File: src/verilog/pong_pkg.sv
package pong_pkg;

        // width of a pixel coordinate
        localparam int coord_w = 16;

        typedef struct packed {
                logic [7:0] red;
                logic [7:0] green;
                logic [7:0] blue;
        } rgb_t;

        // renderers use the raw word, the mixer splits it into channels
        typedef union packed {
                logic [23:0] raw;
                rgb_t        rgb;
        } pixel_color_u;

        // palette
        localparam logic [23:0] color_black = 24'h000000;
        localparam logic [23:0] color_blue  = 24'h0000ff;
        localparam logic [23:0] color_gray  = 24'hd3d3d3;
        localparam logic [23:0] color_white = 24'hffffff;
        localparam logic [23:0] color_red   = 24'hff0000;

endpackage

File: src/verilog/raster_if.sv
`timescale 1ns/1ns

interface raster_if
        import pong_pkg::*;
();

        logic [coord_w-1:0] pixel_x;
        logic [coord_w-1:0] pixel_y;
        // high inside the visible area
        logic               active;
        // both syncs active low
        logic               hsync;
        logic               vsync;

        modport source (output pixel_x, output pixel_y, output active,
                        output hsync, output vsync);

        modport sink (input pixel_x, input pixel_y, input active,
                      input hsync, input vsync);

endinterface

File: src/verilog/vga_timing.sv
`timescale 1ns/1ns

module vga_timing
        import pong_pkg::*;
#(
        parameter int h_active = 640,
        parameter int h_front  = 16,
        parameter int h_sync   = 96,
        parameter int h_back   = 48,
        parameter int v_active = 480,
        parameter int v_front  = 10,
        parameter int v_sync   = 2,
        parameter int v_back   = 33
) (
        input  logic     clk,
        input  logic     rst_n,
        raster_if.source raster
);

        localparam int h_total = h_active + h_front + h_sync + h_back;
        localparam int v_total = v_active + v_front + v_sync + v_back;

        localparam logic [coord_w-1:0] h_last       = coord_w'(h_total - 1);
        localparam logic [coord_w-1:0] v_last       = coord_w'(v_total - 1);
        localparam logic [coord_w-1:0] h_vis        = coord_w'(h_active);
        localparam logic [coord_w-1:0] v_vis        = coord_w'(v_active);
        localparam logic [coord_w-1:0] h_sync_start = coord_w'(h_active + h_front);
        localparam logic [coord_w-1:0] h_sync_end   = coord_w'(h_active + h_front + h_sync);
        localparam logic [coord_w-1:0] v_sync_start = coord_w'(v_active + v_front);
        localparam logic [coord_w-1:0] v_sync_end   = coord_w'(v_active + v_front + v_sync);

        logic [coord_w-1:0] h_cnt;
        logic [coord_w-1:0] v_cnt;
        logic [coord_w-1:0] h_next;
        logic [coord_w-1:0] v_next;

        // next raster position, vertical steps at end of line
        always_comb begin
                h_next = h_cnt + 1'b1;
                v_next = v_cnt;
                if (h_cnt == h_last) begin
                        h_next = '0;
                        if (v_cnt == v_last)
                                v_next = '0;
                        else
                                v_next = v_cnt + 1'b1;
                end
        end

        // syncs and active decoded from the next position so they
        // land in the same cycle as the counters
        always_ff @(posedge clk or negedge rst_n) begin
                if (!rst_n) begin
                        h_cnt         <= '0;
                        v_cnt         <= '0;
                        raster.hsync  <= 1'b1;
                        raster.vsync  <= 1'b1;
                        // pixel (0,0) is visible
                        raster.active <= 1'b1;
                end else begin
                        h_cnt         <= h_next;
                        v_cnt         <= v_next;
                        raster.hsync  <= !(h_next >= h_sync_start && h_next < h_sync_end);
                        raster.vsync  <= !(v_next >= v_sync_start && v_next < v_sync_end);
                        raster.active <= (h_next < h_vis) && (v_next < v_vis);
                end
        end

        assign raster.pixel_x = h_cnt;
        assign raster.pixel_y = v_cnt;

        // hsync pulse width
        a_hsync_width: assert property (@(posedge clk) disable iff (!rst_n)
                $fell(raster.hsync) |-> (!raster.hsync) [*h_sync] ##1 raster.hsync);

endmodule

File: src/verilog/paddle_sprite.sv
`timescale 1ns/1ns

module paddle_sprite
        import pong_pkg::*;
(
        raster_if.sink             raster,
        input  logic [coord_w-1:0] pos_x,
        input  logic [coord_w-1:0] pos_y,
        output logic               hit,
        output pixel_color_u       color
);

        // paddle box and quadrant fold points
        localparam logic [coord_w-1:0] span_x = 16'd101;
        localparam logic [coord_w-1:0] span_y = 16'd75;
        localparam logic [coord_w-1:0] fold_x = 16'd51;
        localparam logic [coord_w-1:0] fold_y = 16'd38;

        logic [coord_w-1:0] dx;
        logic [coord_w-1:0] dy;
        logic [coord_w-1:0] fx;
        logic [coord_w-1:0] fy;
        logic               in_box;
        logic [23:0]        art;

        // offsets from the top left corner
        assign dx = raster.pixel_x - pos_x;
        assign dy = raster.pixel_y - pos_y;

        // guard against wrap of the subtraction left of or above the paddle
        assign in_box = (raster.pixel_x >= pos_x) && (dx <= span_x) &&
                        (raster.pixel_y >= pos_y) && (dy <= span_y);

        // fold the other three quadrants onto the top left one
        assign fx = (dx <= fold_x) ? dx : span_x - dx;
        assign fy = (dy <= fold_y) ? dy : span_y - dy;

        // quarter of the bevelled art, walked in column bands
        always_comb begin
                art = color_black;
                if (fx <= 3) begin
                        // outer column, rounded corner on top
                        if (fy <= 3) begin
                                if (fx >= 2 && fy >= 2 && !(fx == 2 && fy == 2))
                                        art = color_blue;
                        end else if (fy <= 7) begin
                                if (!(fx == 0 && fy <= 5))
                                        art = color_blue;
                        end else begin
                                art = color_blue;
                        end
                end else if (fx <= 7) begin
                        if (fy <= 3) begin
                                if (!(fy == 0 && fx <= 5))
                                        art = color_blue;
                        end else if (fy <= 7) begin
                                // inner corner of the bevel
                                if ((fy == 7 && fx >= 6) || (fy == 6 && fx == 7))
                                        art = color_gray;
                                else
                                        art = color_blue;
                        end else if (fy <= 11) begin
                                if (fx == 4 && fy <= 9)
                                        art = color_blue;
                                else
                                        art = color_gray;
                        end else if (fy >= 37) begin
                                art = color_blue;
                        end else begin
                                art = color_gray;
                        end
                end else if (fx <= 11) begin
                        if (fy <= 3) begin
                                art = color_blue;
                        end else if (fy <= 7) begin
                                if (fy == 4 && fx <= 9)
                                        art = color_blue;
                                else
                                        art = color_gray;
                        end else if (fy >= 37) begin
                                art = color_blue;
                        end else begin
                                art = color_gray;
                        end
                end else if (fx <= 43) begin
                        // plain stretch, top edge and centre stripe
                        if (fy <= 3 || fy >= 37)
                                art = color_blue;
                        else
                                art = color_gray;
                end else if (fx <= 47) begin
                        if (fy <= 3) begin
                                art = color_blue;
                        end else if (fy >= 31 && fy <= 34) begin
                                // small notch where the stripes meet
                                if (fx >= 45 && fx <= 46 && fy >= 33)
                                        art = color_blue;
                                else if (fx >= 46 && fy >= 32 && fy <= 33)
                                        art = color_blue;
                                else
                                        art = color_gray;
                        end else if (fy >= 35) begin
                                if (fx <= 45)
                                        art = color_blue;
                                else
                                        art = color_gray;
                        end else begin
                                art = color_gray;
                        end
                end else begin
                        // columns next to the vertical centre line
                        if (fy <= 3)
                                art = color_blue;
                        else if (fx >= 50 && fy <= 30)
                                art = color_blue;
                        else if (fy >= 31 && fy <= 32)
                                art = color_blue;
                        else
                                art = color_gray;
                end
        end

        assign color.raw = in_box ? art : color_black;

        // bevel corners stay black and so do not count as a hit
        assign hit = (color.raw != color_black);

endmodule

File: src/verilog/ball_sprite.sv
`timescale 1ns/1ns

module ball_sprite
        import pong_pkg::*;
#(
        parameter int ball_size = 8
) (
        raster_if.sink             raster,
        input  logic [coord_w-1:0] pos_x,
        input  logic [coord_w-1:0] pos_y,
        output logic               hit,
        output pixel_color_u       color
);

        localparam logic [coord_w-1:0] ball_last = coord_w'(ball_size - 1);

        logic [coord_w-1:0] dx;
        logic [coord_w-1:0] dy;
        logic               in_ball;
        logic               on_rim;

        assign dx = raster.pixel_x - pos_x;
        assign dy = raster.pixel_y - pos_y;

        assign in_ball = (raster.pixel_x >= pos_x) && (dx <= ball_last) &&
                         (raster.pixel_y >= pos_y) && (dy <= ball_last);

        // outermost ring of the square
        assign on_rim = (dx == '0) || (dy == '0) ||
                        (dx == ball_last) || (dy == ball_last);

        always_comb begin
                if (!in_ball)
                        color.raw = color_black;
                else if (on_rim)
                        color.raw = color_red;
                else
                        color.raw = color_white;
        end

        assign hit = in_ball;

endmodule

File: src/verilog/pixel_mixer.sv
`timescale 1ns/1ns

module pixel_mixer
        import pong_pkg::*;
(
        input  logic         clk,
        input  logic         rst_n,
        raster_if.sink       raster,
        input  logic         ball_hit,
        input  pixel_color_u ball_color,
        input  logic         left_hit,
        input  pixel_color_u left_color,
        input  logic         right_hit,
        input  pixel_color_u right_color,
        output logic [7:0]   red,
        output logic [7:0]   green,
        output logic [7:0]   blue,
        output logic         hsync,
        output logic         vsync,
        output logic         de
);

        pixel_color_u sel_color;
        pixel_color_u out_color;

        // ball first, then left paddle, then right paddle
        always_comb begin
                if (!raster.active)
                        sel_color.raw = color_black;
                else if (ball_hit)
                        sel_color = ball_color;
                else if (left_hit)
                        sel_color = left_color;
                else if (right_hit)
                        sel_color = right_color;
                else
                        sel_color.raw = color_black;
        end

        // one register stage keeps colour, syncs and de together
        always_ff @(posedge clk or negedge rst_n) begin
                if (!rst_n) begin
                        out_color.raw <= color_black;
                        hsync         <= 1'b1;
                        vsync         <= 1'b1;
                        de            <= 1'b0;
                end else begin
                        out_color     <= sel_color;
                        hsync         <= raster.hsync;
                        vsync         <= raster.vsync;
                        de            <= raster.active;
                end
        end

        assign red   = out_color.rgb.red;
        assign green = out_color.rgb.green;
        assign blue  = out_color.rgb.blue;

        // nothing may leak into the blanking interval
        a_black_in_blank: assert property (@(posedge clk)
                !de |-> ({red, green, blue} == color_black));

endmodule

File: src/verilog/pong_display.sv
`timescale 1ns/1ns

module pong_display
        import pong_pkg::*;
#(
        parameter int h_active  = 640,
        parameter int h_front   = 16,
        parameter int h_sync    = 96,
        parameter int h_back    = 48,
        parameter int v_active  = 480,
        parameter int v_front   = 10,
        parameter int v_sync    = 2,
        parameter int v_back    = 33,
        parameter int ball_size = 8
) (
        input  logic               clk,
        input  logic               rst_n,
        input  logic [coord_w-1:0] paddle_left_x,
        input  logic [coord_w-1:0] paddle_left_y,
        input  logic [coord_w-1:0] paddle_right_x,
        input  logic [coord_w-1:0] paddle_right_y,
        input  logic [coord_w-1:0] ball_x,
        input  logic [coord_w-1:0] ball_y,
        output logic [7:0]         red,
        output logic [7:0]         green,
        output logic [7:0]         blue,
        output logic               hsync,
        output logic               vsync,
        output logic               de
);

        logic         ball_hit;
        logic         left_hit;
        logic         right_hit;
        pixel_color_u ball_color;
        pixel_color_u left_color;
        pixel_color_u right_color;

        raster_if u_raster ();

        vga_timing #(
                .h_active (h_active),
                .h_front  (h_front),
                .h_sync   (h_sync),
                .h_back   (h_back),
                .v_active (v_active),
                .v_front  (v_front),
                .v_sync   (v_sync),
                .v_back   (v_back)
        ) u_timing (
                .clk    (clk),
                .rst_n  (rst_n),
                .raster (u_raster.source)
        );

        paddle_sprite u_paddle_left (
                .raster (u_raster.sink),
                .pos_x  (paddle_left_x),
                .pos_y  (paddle_left_y),
                .hit    (left_hit),
                .color  (left_color)
        );

        paddle_sprite u_paddle_right (
                .raster (u_raster.sink),
                .pos_x  (paddle_right_x),
                .pos_y  (paddle_right_y),
                .hit    (right_hit),
                .color  (right_color)
        );

        ball_sprite #(
                .ball_size (ball_size)
        ) u_ball (
                .raster (u_raster.sink),
                .pos_x  (ball_x),
                .pos_y  (ball_y),
                .hit    (ball_hit),
                .color  (ball_color)
        );

        pixel_mixer u_mixer (
                .clk         (clk),
                .rst_n       (rst_n),
                .raster      (u_raster.sink),
                .ball_hit    (ball_hit),
                .ball_color  (ball_color),
                .left_hit    (left_hit),
                .left_color  (left_color),
                .right_hit   (right_hit),
                .right_color (right_color),
                .red         (red),
                .green       (green),
                .blue        (blue),
                .hsync       (hsync),
                .vsync       (vsync),
                .de          (de)
        );

endmodule

File: config.mk
export PLATFORM = sky130hd
export DESIGN_NAME = pong_display
export DESIGN_NICKNAME = d
export VERILOG_FILES = /design/src/verilog/pong_pkg.sv /design/src/verilog/raster_if.sv /design/src/verilog/vga_timing.sv /design/src/verilog/paddle_sprite.sv /design/src/verilog/ball_sprite.sv /design/src/verilog/pixel_mixer.sv /design/src/verilog/pong_display.sv
export SDC_FILE = /design/constraint.sdc
export NUM_CORES = 1
export LEC_CHECK = 0
export BUFFER_PORTS_ARGS = -buffer_cell sky130_fd_sc_hd__buf_2
export CORE_UTILIZATION = 39
export DETAILED_ROUTE_END_ITERATION = 12
export PLACE_DENSITY = 0.65
export SLEW_MARGIN = 5
export SYNTH_ARGS = -nofsm -noshare
export SYNTH_HDL_FRONTEND = slang
export SYNTH_SLANG_ARGS = --single-unit
File: constraint.sdc
create_clock -name clk -period 4.95 [get_ports clk]
set_input_delay 0 -clock clk [delete_from_list [all_inputs] [get_ports clk]]
set_output_delay 0 -clock clk [all_outputs]
set_load 0.005 [all_outputs]
### Word-level counts from Yosys, hierarchy flattened

Index checks and enable logic that the tools add are counted.
W data, S select, Z words.

* add/subtract/negate cells: 12
* order comparisons: 80
* eq/ne operators: 18
* mux-type cells: 72
* reduce and logical (&&, ||, !) cells: 63

Operators with widths (number)
* $mux W24: 56
* $le A16 B6 Y1 const B: 18
* $ge A16 B6 Y1 const B: 14
* $eq A16 B3 Y1 const B: 12
* $le A16 B3 Y1 const B: 10
* $le A16 B4 Y1 const B: 8
* $mux W16: 8
* $ge A16 B16 Y1: 6
* $logic_not A16 Y1: 6
* $sub A16 B16 Y16: 6
* $eq A16 B2 Y1 const B: 4
* $ge A16 B2 Y1 const B: 4
* $le A16 B2 Y1 const B: 4
* $le A16 B7 Y1 const B: 4
* $mux W8: 8
* $sub A7 B16 Y16 const A: 4
* $reduce_bool A24 Y1: 2
* $logic_and A1 B1 Y1: 44
* $add A16 B1 Y16 const B: 2
* $eq A16 B10 Y1 const B: 2
* $ge A16 B3 Y1 const B: 2
* $ge A16 B5 Y1 const B: 2
* $le A16 B5 Y1 const B: 2
* $lt A16 B10 Y1 const B: 2
* other kinds (5): 15

* register bits after elaboration: 62
* input port bits: 98
* word-level logic and storage cells: 254

### Longest topological paths before layout

Gate-level depths: netlist (run 1).

* word-level depth: 21
* mapped depth: 22
* mapped depth without buffers: 20

### Hierarchy

From an unflattened synthesis (run 1), not the netlist that was laid out.

* cell total of the unflattened synthesis: 1907
* area, all modules: 14078.5 µm²

By module, submodules not included
* paddle_sprite (u_paddle_right): instances 1, cells an instance 626, area an instance 4211.5 µm²
* paddle_sprite (u_paddle_left): instances 1, cells an instance 620, area an instance 4201.5 µm²
* ball_sprite: instances 1, cells an instance 333, area an instance 2207.1 µm²
* vga_timing: instances 1, cells an instance 190, area an instance 1941.9 µm²
* pixel_mixer: instances 1, cells an instance 138, area an instance 1516.5 µm²

### Worst setup path after synthesis (run 1)

No wires, ideal clock.

* path type: flip-flop to flip-flop
* start point: register u_timing.h_cnt[0], in the netlist u_timing.raster.pixel_x[0]
* end point: register u_mixer.out_color[15] in the netlist's numbering
* arrival: 4.882 ns
* setup slack: -0.017 ns
* cell stages (with the launch flop): 18
* period minus slack after synthesis: 4.967 ns
* cells stage by stage: dfrtp_1 inv_1 ha_1 inv_1 fa_1 xor2_1 ha_1 nor3_1 or3_1 or4_1 a21oi_1 o2bb2ai_1 nor3_2 nand3_1 or4_1 o211a_1 or3_4 o221ai_2

* longest elaborated chain between the ends: 21
* elaborated cells between the ends (all ways): 158

RTL lines
* from (decl): line vga_timing.sv:32 `logic [coord_w-1:0] h_cnt;`
* from (signal assigned): line vga_timing.sv:61 `h_cnt <= h_next;`
* $sub A16 B16 Y16: line paddle_sprite.sv:27 `assign dx = raster.pixel_x - pos_x;`
* $sub A7 B16 Y16 or $le A16 B6 Y1 (tied branches): line paddle_sprite.sv:35 `assign fx = (dx <= fold_x) ? dx : span_x - dx;`
* $mux W16: line paddle_sprite.sv:35
* $ge A16 B6 Y1: line paddle_sprite.sv:98 `else if (fx >= 46 && fy >= 32 && fy <= 33)`
* $logic_and A1 B1 Y1 (2 in a row): line paddle_sprite.sv:98
* $mux W24: line paddle_sprite.sv:98
* $mux W24: line paddle_sprite.sv:96 `if (fx >= 45 && fx <= 46 && fy >= 33)`
* $mux W24: line paddle_sprite.sv:94 `end else if (fy >= 31 && fy <= 34) begin`
* [... 4 more ...]
* $mux W24: line paddle_sprite.sv:52 `end else if (fx <= 7) begin`
* $mux W24: line paddle_sprite.sv:41 `if (fx <= 3) begin`
* $mux W24: line paddle_sprite.sv:123 `assign color.raw = in_box ? art : color_black;`
* $reduce_bool A24 Y1: line paddle_sprite.sv:126 `assign hit = (color.raw != color_black);`
* $mux W24: line pixel_mixer.sv:34 `else if (right_hit)`
* $mux W24: line pixel_mixer.sv:32 `else if (left_hit)`
* $mux W24 *: line pixel_mixer.sv:30 `else if (ball_hit)`
* $mux W24 *: line pixel_mixer.sv:28 `if (!raster.active)`
* to (signal assigned): line pixel_mixer.sv:48 `out_color <= sel_color;`
* to (decl): line pixel_mixer.sv:24 `pixel_color_u out_color;`

Mark *: on every way between the ends. The rest lies on a longest branch, timed or not.

### Worst setup path in the final report (run 1)

* start point: register u_timing.v_cnt[0], in the netlist u_timing.raster.pixel_y[0]
* end point: register u_mixer.out_color[15] in the netlist's numbering

* longest elaborated chain between the ends: 21
* elaborated cells between the ends (all ways): 167

RTL lines
* from (decl): line vga_timing.sv:33 `logic [coord_w-1:0] v_cnt;`
* from (signal assigned): line vga_timing.sv:62 `v_cnt <= v_next;`
* $sub A16 B16 Y16: line paddle_sprite.sv:28 `assign dy = raster.pixel_y - pos_y;`
* $sub A7 B16 Y16 or $le A16 B6 Y1 (tied branches): line paddle_sprite.sv:36 `assign fy = (dy <= fold_y) ? dy : span_y - dy;`
* $mux W16: line paddle_sprite.sv:36
* $ge A16 B6 Y1: line paddle_sprite.sv:98
* $logic_and A1 B1 Y1 (2 in a row): line paddle_sprite.sv:98
* $mux W24: line paddle_sprite.sv:98
* $mux W24: line paddle_sprite.sv:96
* $mux W24: line paddle_sprite.sv:94
* [... 4 more ...]
* $mux W24: line paddle_sprite.sv:52
* $mux W24: line paddle_sprite.sv:41
* $mux W24: line paddle_sprite.sv:123
* $reduce_bool A24 Y1: line paddle_sprite.sv:126
* $mux W24: line pixel_mixer.sv:34
* $mux W24: line pixel_mixer.sv:32
* $mux W24 *: line pixel_mixer.sv:30
* $mux W24 *: line pixel_mixer.sv:28

Marked as above.

==> results.toml, run 1 <==
[outcome]
violations = "negative setup slack"
outcome = "finished, violations left"

[layout]
drive_gt1_share_pct = 21.5
fin_nets = 2015
antenna_cells = 0
syn2layout_area_growth_pct = 20.7

[power]
switchingPower_mw = 0.636
combPwrFrac_pct = 52.9
powerDensity_nw_per_um2 = 112
sw_frac_of_total_pct = 41.8
pwr-share-clk_pct = 23.4
total_power_mw = 1.52
p_seq_share_pct = 23.6
p_leak_nw = 6.30
internal_power_mw = 0.886
max-vdd-ir-drop_mv = 0.117

[synthesis]
yosysTopAreaCellShare_pct = 12.8
synth-warning-count = 0
seq_area_frac_synth_pct = 9.87
ys.flop_type = "dfrtp_1"
synthesis.nets = 1813
synth_xor_area_share_pct = 7.57
synth_edf_count = 0
async_reset_ff_share_pct = 100
postSynthAreaPerCell_sq_um = 7.04
synthTopCellsByArea = "ha_1 (13%), dfrtp_1 (8.7%), a21oi_1 (5.4%), inv_1 (4.9%), xnor2_1 (4.7%)"
synth-compound-area-share_pct = 31.8
muxShareOfSynthArea_pct = 1.47
yosysUniqueCellTypes = 103
ys_ff_latch = 44
synthTopCellsByCount = "inv_1 (145), nand2_1 (130), a21oi_1 (120)"
synth_fa_ha_area_share_pct = 13.9
synthCells = 1594
synth_top_family_by_area = "compound AO/OA/AOI/OAI gates"
yosys.cell_count.top_type = "inv_1"
synth_area_leader_cell = "ha_1"
synth_area_sq_um = 11200
synthSimpleGateAreaFrac_pct = 27.4

[sta]
rsz0062_at_grt = "yes"
hold_viol = 0
fin_crit_sh_pct = 100
max_freq_mhz = 202
fin_crit_ns = 4.95
clock_skew_ns = 0.0102
finalMaxSlewViolations = 0
slew_headroom_pct = 29.9
setup_viol = 1
timing.final.ws_setup_ns = -0.00153
tightestPinTransition_ns = 1.05
fin_hold_ws_ns = 0.355

[die]
dieWidth_microns = 172
initial_core_util_pct = 40.1
coreArea_sq_um = 28000
placementRows = 61
ioPinCount = 125
die_height_microns = 172
design.die.area_sq_um = 29500

[drt]
wl_per_cell_microns = 16.8
drtIter0Drc = 1103
wirelength_microns = 36500
postRouteAntennaNets = 0
routed_via_density = 5.94
drc_errors = 0
dr.pass1.iters = 6
vias = 12900

[clock_tree]
cts_buffers = 5
cts_tree = "built"
cts_max_path_buffers = 2
h-tree-depth = 2
clock_sinks = 44
clk_latency_ns = 0.30
clockRootBuffer = "clkbuf_16"
clk_pin_slew_ns = 0.07

[worst_setup_path]
worst-path-max-fanout = 3
worstPathRequired_ns = 5.17
cp.arrival_ns = 5.18
critPathSlowestCell = "or4_4"
crit_type = "flip-flop to flip-flop"
ff2ff_path_depth = 19
critical_path.endpoint_type = "flip-flop"
cpPeakStageDelay_ns = 0.59
crit_path_cell_trace = "inv_2 -> ha_4 -> inv_1 -> fa_2 -> a21o_1 -> a221oi_4 -> a22oi_2 -> xor2_2 -> a211o_1 -> or4_4 -> or4_4 -> a21o_1 -> a311o_1 -> a31oi_1 -> o211ai_1 -> a211oi_2 -> o31ai_4 -> or3_1 -> o221ai_2"
start_kind = "flip-flop"

[worst_hold_path]
hold_depth = 0
hp-class = "flip-flop to flip-flop"

[place]
io_buffer_count = 124
place_ws_ns = -0.0669
dp_hpwl_microns = 30000
gp_congestion = 0.933

[global_route]
antenna_found_initial = 0
first_global_vias = 11600
grt-ovfl-total = 0
grt_usage_pct = 24.2
grt_pass1_wl_microns = 57700
grt_max_degree = 45

[run]
maxCapViolCount = 0
[placed cells by master, fill, tap and decap left out, drive strengths merged, types with 37 or more instances in the layout]
cell type,netlist,layout
nand2,132,132
xnor2,60,60
nor2,110,110
a21oi,122,122
ha,115,115
nand3,70,70
inv,146,148
xor2,37,37
dfrtp,39,39
nor3,38,38
buf,26,261
o21ai,96,96
[critical path, delay by kind of cell (launching register included)]
family	cells	cell delay, ns
buffers and inverters	2	0.12
AND/OR/NAND/NOR	3	1.39
adder cells (fa/ha/maj)	2	0.46
AO/OA/AOI/OAI	11	2.30
XOR/XNOR	1	0.18
flip-flops	1	0.40
[worst paths after layout]
path                                            start                    endpoint  slack [ns]
max in group asynchronous                       rst_n  u_timing.raster.pixel_x[1]        3.80
min reg2reg                     u_timing.raster.hsync               u_mixer.hsync        0.36
max reg2reg                u_timing.raster.pixel_y[0]       u_mixer.out_color[15]      -0.002
min                             u_timing.raster.hsync               u_mixer.hsync        0.36
max                        u_timing.raster.pixel_y[0]       u_mixer.out_color[15]      -0.002
min in group asynchronous                       rst_n  u_timing.raster.pixel_x[9]        0.41
[cell type report]
type / count / area [sq um]
Clock inverter: 3 / 25.0
Sequential cell: 44 / 1110
Fill cell: 2760 / 14500
Timing Repair Buffer: 263 / 1690
Inverter: 147 / 552
Multi-Input combinational cell: 1335 / 9570
Tap cell: 378 / 473
Clock buffer: 5 / 125
[registers in the layout, indices dropped and copies added, names as in the netlist]
register and cells:
u_timing.raster.active 1, u_timing.raster.vsync 1, u_mixer.vsync 1, u_mixer.de 1, u_timing.raster.pixel_x 16, u_timing.raster.hsync 1
u_mixer.hsync 1, u_timing.raster.pixel_y 16, u_mixer.out_color 6
[cells by family (layout without fill, tap and decap cells)]
group           Yosys count  after routing
mux                      16             16
xor+xnor                 97             97
flops                    44             44
compound gates          514            514
fa+ha+maj               121            121
simple gates            587            587
buf+inv                 215            418
[through the flow]
stage | TNS [ns] | cells | utilization, % | instance area, sq um
2_1_floorplan | 0 | 1594 | - | 11200
3_3_place_gp | 0 | 2154 | 46.1 | 12900
3_5_place_dp | -0.105 | 2154 | 46.1 | 12900
4_1_cts | -0.0363 | 2165 | 46.8 | 13100
5_1_grt | -0.261 | 2175 | 48.3 | 13500
6_report | -0.00153 | 2175 | 48.3 | 13500
[what timing repair did]
action | in CTS | in global routing
endpoints found under the hold margin | 39 | 0
setup endpoints to repair | 2 | 5
hold buffers | 1 | 0
pin swaps | 1 | 23
buffers inserted | 2 | 9
cloned | 0 | 1
gates resized for setup | 4 | 82
[per-layer routing]
layer,track usage (%),wire length [microns]
met1,34.2,17200
met2,39.0,16300
met3,2.05,2180
met4,6.44,769
met5,0,0
[power groups by stage]
stage | clock [mW] | sequential, mW | combinational (mW)
after global placement | 0 | 0.366 | 0.738
after global routing | 0.370 | 0.359 | 0.883
after CTS | 0.362 | 0.359 | 0.750
after detailed placement | 0 | 0.366 | 0.743
after floorplan | 0 | 0.366 | 0.503
final | 0.357 | 0.359 | 0.806
Power figures use the tool's default switching activity.
==> inputs of run 2 (changes only) <==
- SKIP_CTS_REPAIR_TIMING: not set -> 1
==> results.toml, run 2 (synthesis results as in run 1) <==
[drt]
wirelength_microns = 36400
dr.pass1.iters = 5
drc_errors = 0
postRouteAntennaNets = 0
drtIter0Drc = 1131
vias = 12900
wl_per_cell_microns = 16.8
routed_via_density = 5.93

[sta]
fin_hold_ws_ns = 0.355
fin_crit_ns = 4.96
clock_skew_ns = 0.00955
timing.final.ws_setup_ns = -0.00927
fin_crit_sh_pct = 100
hold_viol = 0
setup_viol = 1
slew_headroom_pct = 29.0
rsz0062_at_grt = "yes"
tightestPinTransition_ns = 1.06
max_freq_mhz = 202
finalMaxSlewViolations = 0

[die]
ioPinCount = 125
die_height_microns = 172
placementRows = 61
dieWidth_microns = 172
coreArea_sq_um = 28000
initial_core_util_pct = 40.1
design.die.area_sq_um = 29500

[worst_setup_path]
worstPathRequired_ns = 5.17
path_buf_inv = 2
ff2ff_path_depth = 19
cpPeakStageDelay_ns = 0.59
crit_type = "flip-flop to flip-flop"
critical_path.endpoint_type = "flip-flop"
cp_top_family = "compound AO/OA/AOI/OAI gates"
worst-path-max-fanout = 3
critPathSlowestCell = "or4_4"
path_depth = 19
cp.arrival_ns = 5.18
crit_path_cell_trace = "inv_2 -> ha_4 -> inv_2 -> fa_2 -> a21o_1 -> a221oi_2 -> a22oi_1 -> xor2_1 -> a211o_1 -> or4_4 -> or4_4 -> a21o_1 -> a311o_1 -> a31oi_1 -> o211ai_1 -> a211oi_2 -> o31ai_4 -> or3_1 -> o221ai_2"
start_kind = "flip-flop"

[clock_tree]
cts_max_path_buffers = 2
clock_sinks = 44
clockRootBuffer = "clkbuf_16"
clk_pin_slew_ns = 0.07
clk_latency_ns = 0.30
cts_buffers = 5
cts_tree = "built"
h-tree-depth = 2

[power]
p_leak_nw = 6.28
powerDensity_nw_per_um2 = 112
total_power_mw = 1.51
max-vdd-ir-drop_mv = 0.118

[place]
gp_congestion = 0.933
dp_hpwl_microns = 30000
place_ws_ns = -0.0669
postPlaceCellArea_sq_um = 12900
io_buffer_count = 124

[layout]
layout_commonest_cell = "inv_1"
mostFrequentLayoutCells = "inv_1 (143), buf_4 (135), nand2_1 (130)"
antenna_cells = 0
post-route-cell-area_sq_um = 13500
fin_nets = 2014
drive_gt1_share_pct = 20.9
syn2layout_area_growth_pct = 20.0

[global_route]
first_global_vias = 11600
grt_max_degree = 45
grt-ovfl-total = 0
grt_pass1_wl_microns = 57700
grt_usage_pct = 24.2
antenna_found_initial = 0

[worst_hold_path]
hold_depth = 0
hp-class = "flip-flop to flip-flop"

[outcome]
outcome = "finished, violations left"
violations = "negative setup slack"

[run]
maxCapViolCount = 0
[run 2: cell types whose count changed in the layout (fill, tap and decap cells not counted), sizes merged]
cell and change:
buf -1
[run 2: path summary, 6_finish.rpt]
path,startpoint,to,slack [ns]
max,u_timing.raster.pixel_y[0],u_mixer.out_color[15],-0.009
min,u_timing.raster.hsync,u_mixer.hsync,0.36
max in group asynchronous,rst_n,u_timing.raster.pixel_x[1],3.79
max reg2reg,u_timing.raster.pixel_y[0],u_mixer.out_color[15],-0.009
min reg2reg,u_timing.raster.hsync,u_mixer.hsync,0.36
min in group asynchronous,rst_n,u_timing.raster.pixel_x[9],0.42
[run 2: cell type report]
class / instances / area, sq um
clock buffers: 5 / 125
clock inverters: 3 / 25.0
fillers: 2765 / 14500
inverters: 147 / 552
multi-input cells: 1335 / 9500
flip-flops and latches: 44 / 1110
well taps: 378 / 473
repair buffers: 262 / 1680
[run 2: worst reg2reg max path, cell delays in order, from the launching register on]
cell and delay, ns:
dfrtp_1 0.39, inv_2 0.08, ha_4 0.13, inv_2 0.03, fa_2 0.34, a21o_1 0.22, a221oi_2 0.32, a22oi_1 0.13
xor2_1 0.18, a211o_1 0.31, or4_4 0.59, or4_4 0.46, a21o_1 0.18, a311o_1 0.38, a31oi_1 0.17, o211ai_1 0.15
a211oi_2 0.28, o31ai_4 0.14, or3_1 0.33, o221ai_2 0.07
[run 2: power breakdown]
part           total [mW]      switching (mW)  internal [mW]
clock network       0.356               0.165          0.191
registers           0.359  0.0000000000000407          0.359
logic               0.795               0.465          0.330
[run 2: metal layers]
layer | share of wire (%) | up-vias | track usage, %
li1 | - | 6343 | -
met2 | 45 | 448 | 38.9
met5 | 0 | - | 0
met3 | 6.4 | 58 | 2.05
met1 | 47 | 6047 | 34.2
met4 | 2.2 | 0 | 6.44
[run 2: through the flow]
stage	util (%)	instances	TNS (ns)
3_3_place_gp	46.1	2154	0
3_5_place_dp	46.1	2154	-0.105
6_report	48.1	2174	-0.00927
5_1_grt	48.1	2174	-0.497
4_1_cts	46.7	2162	-0.145
2_1_floorplan	-	1594	0
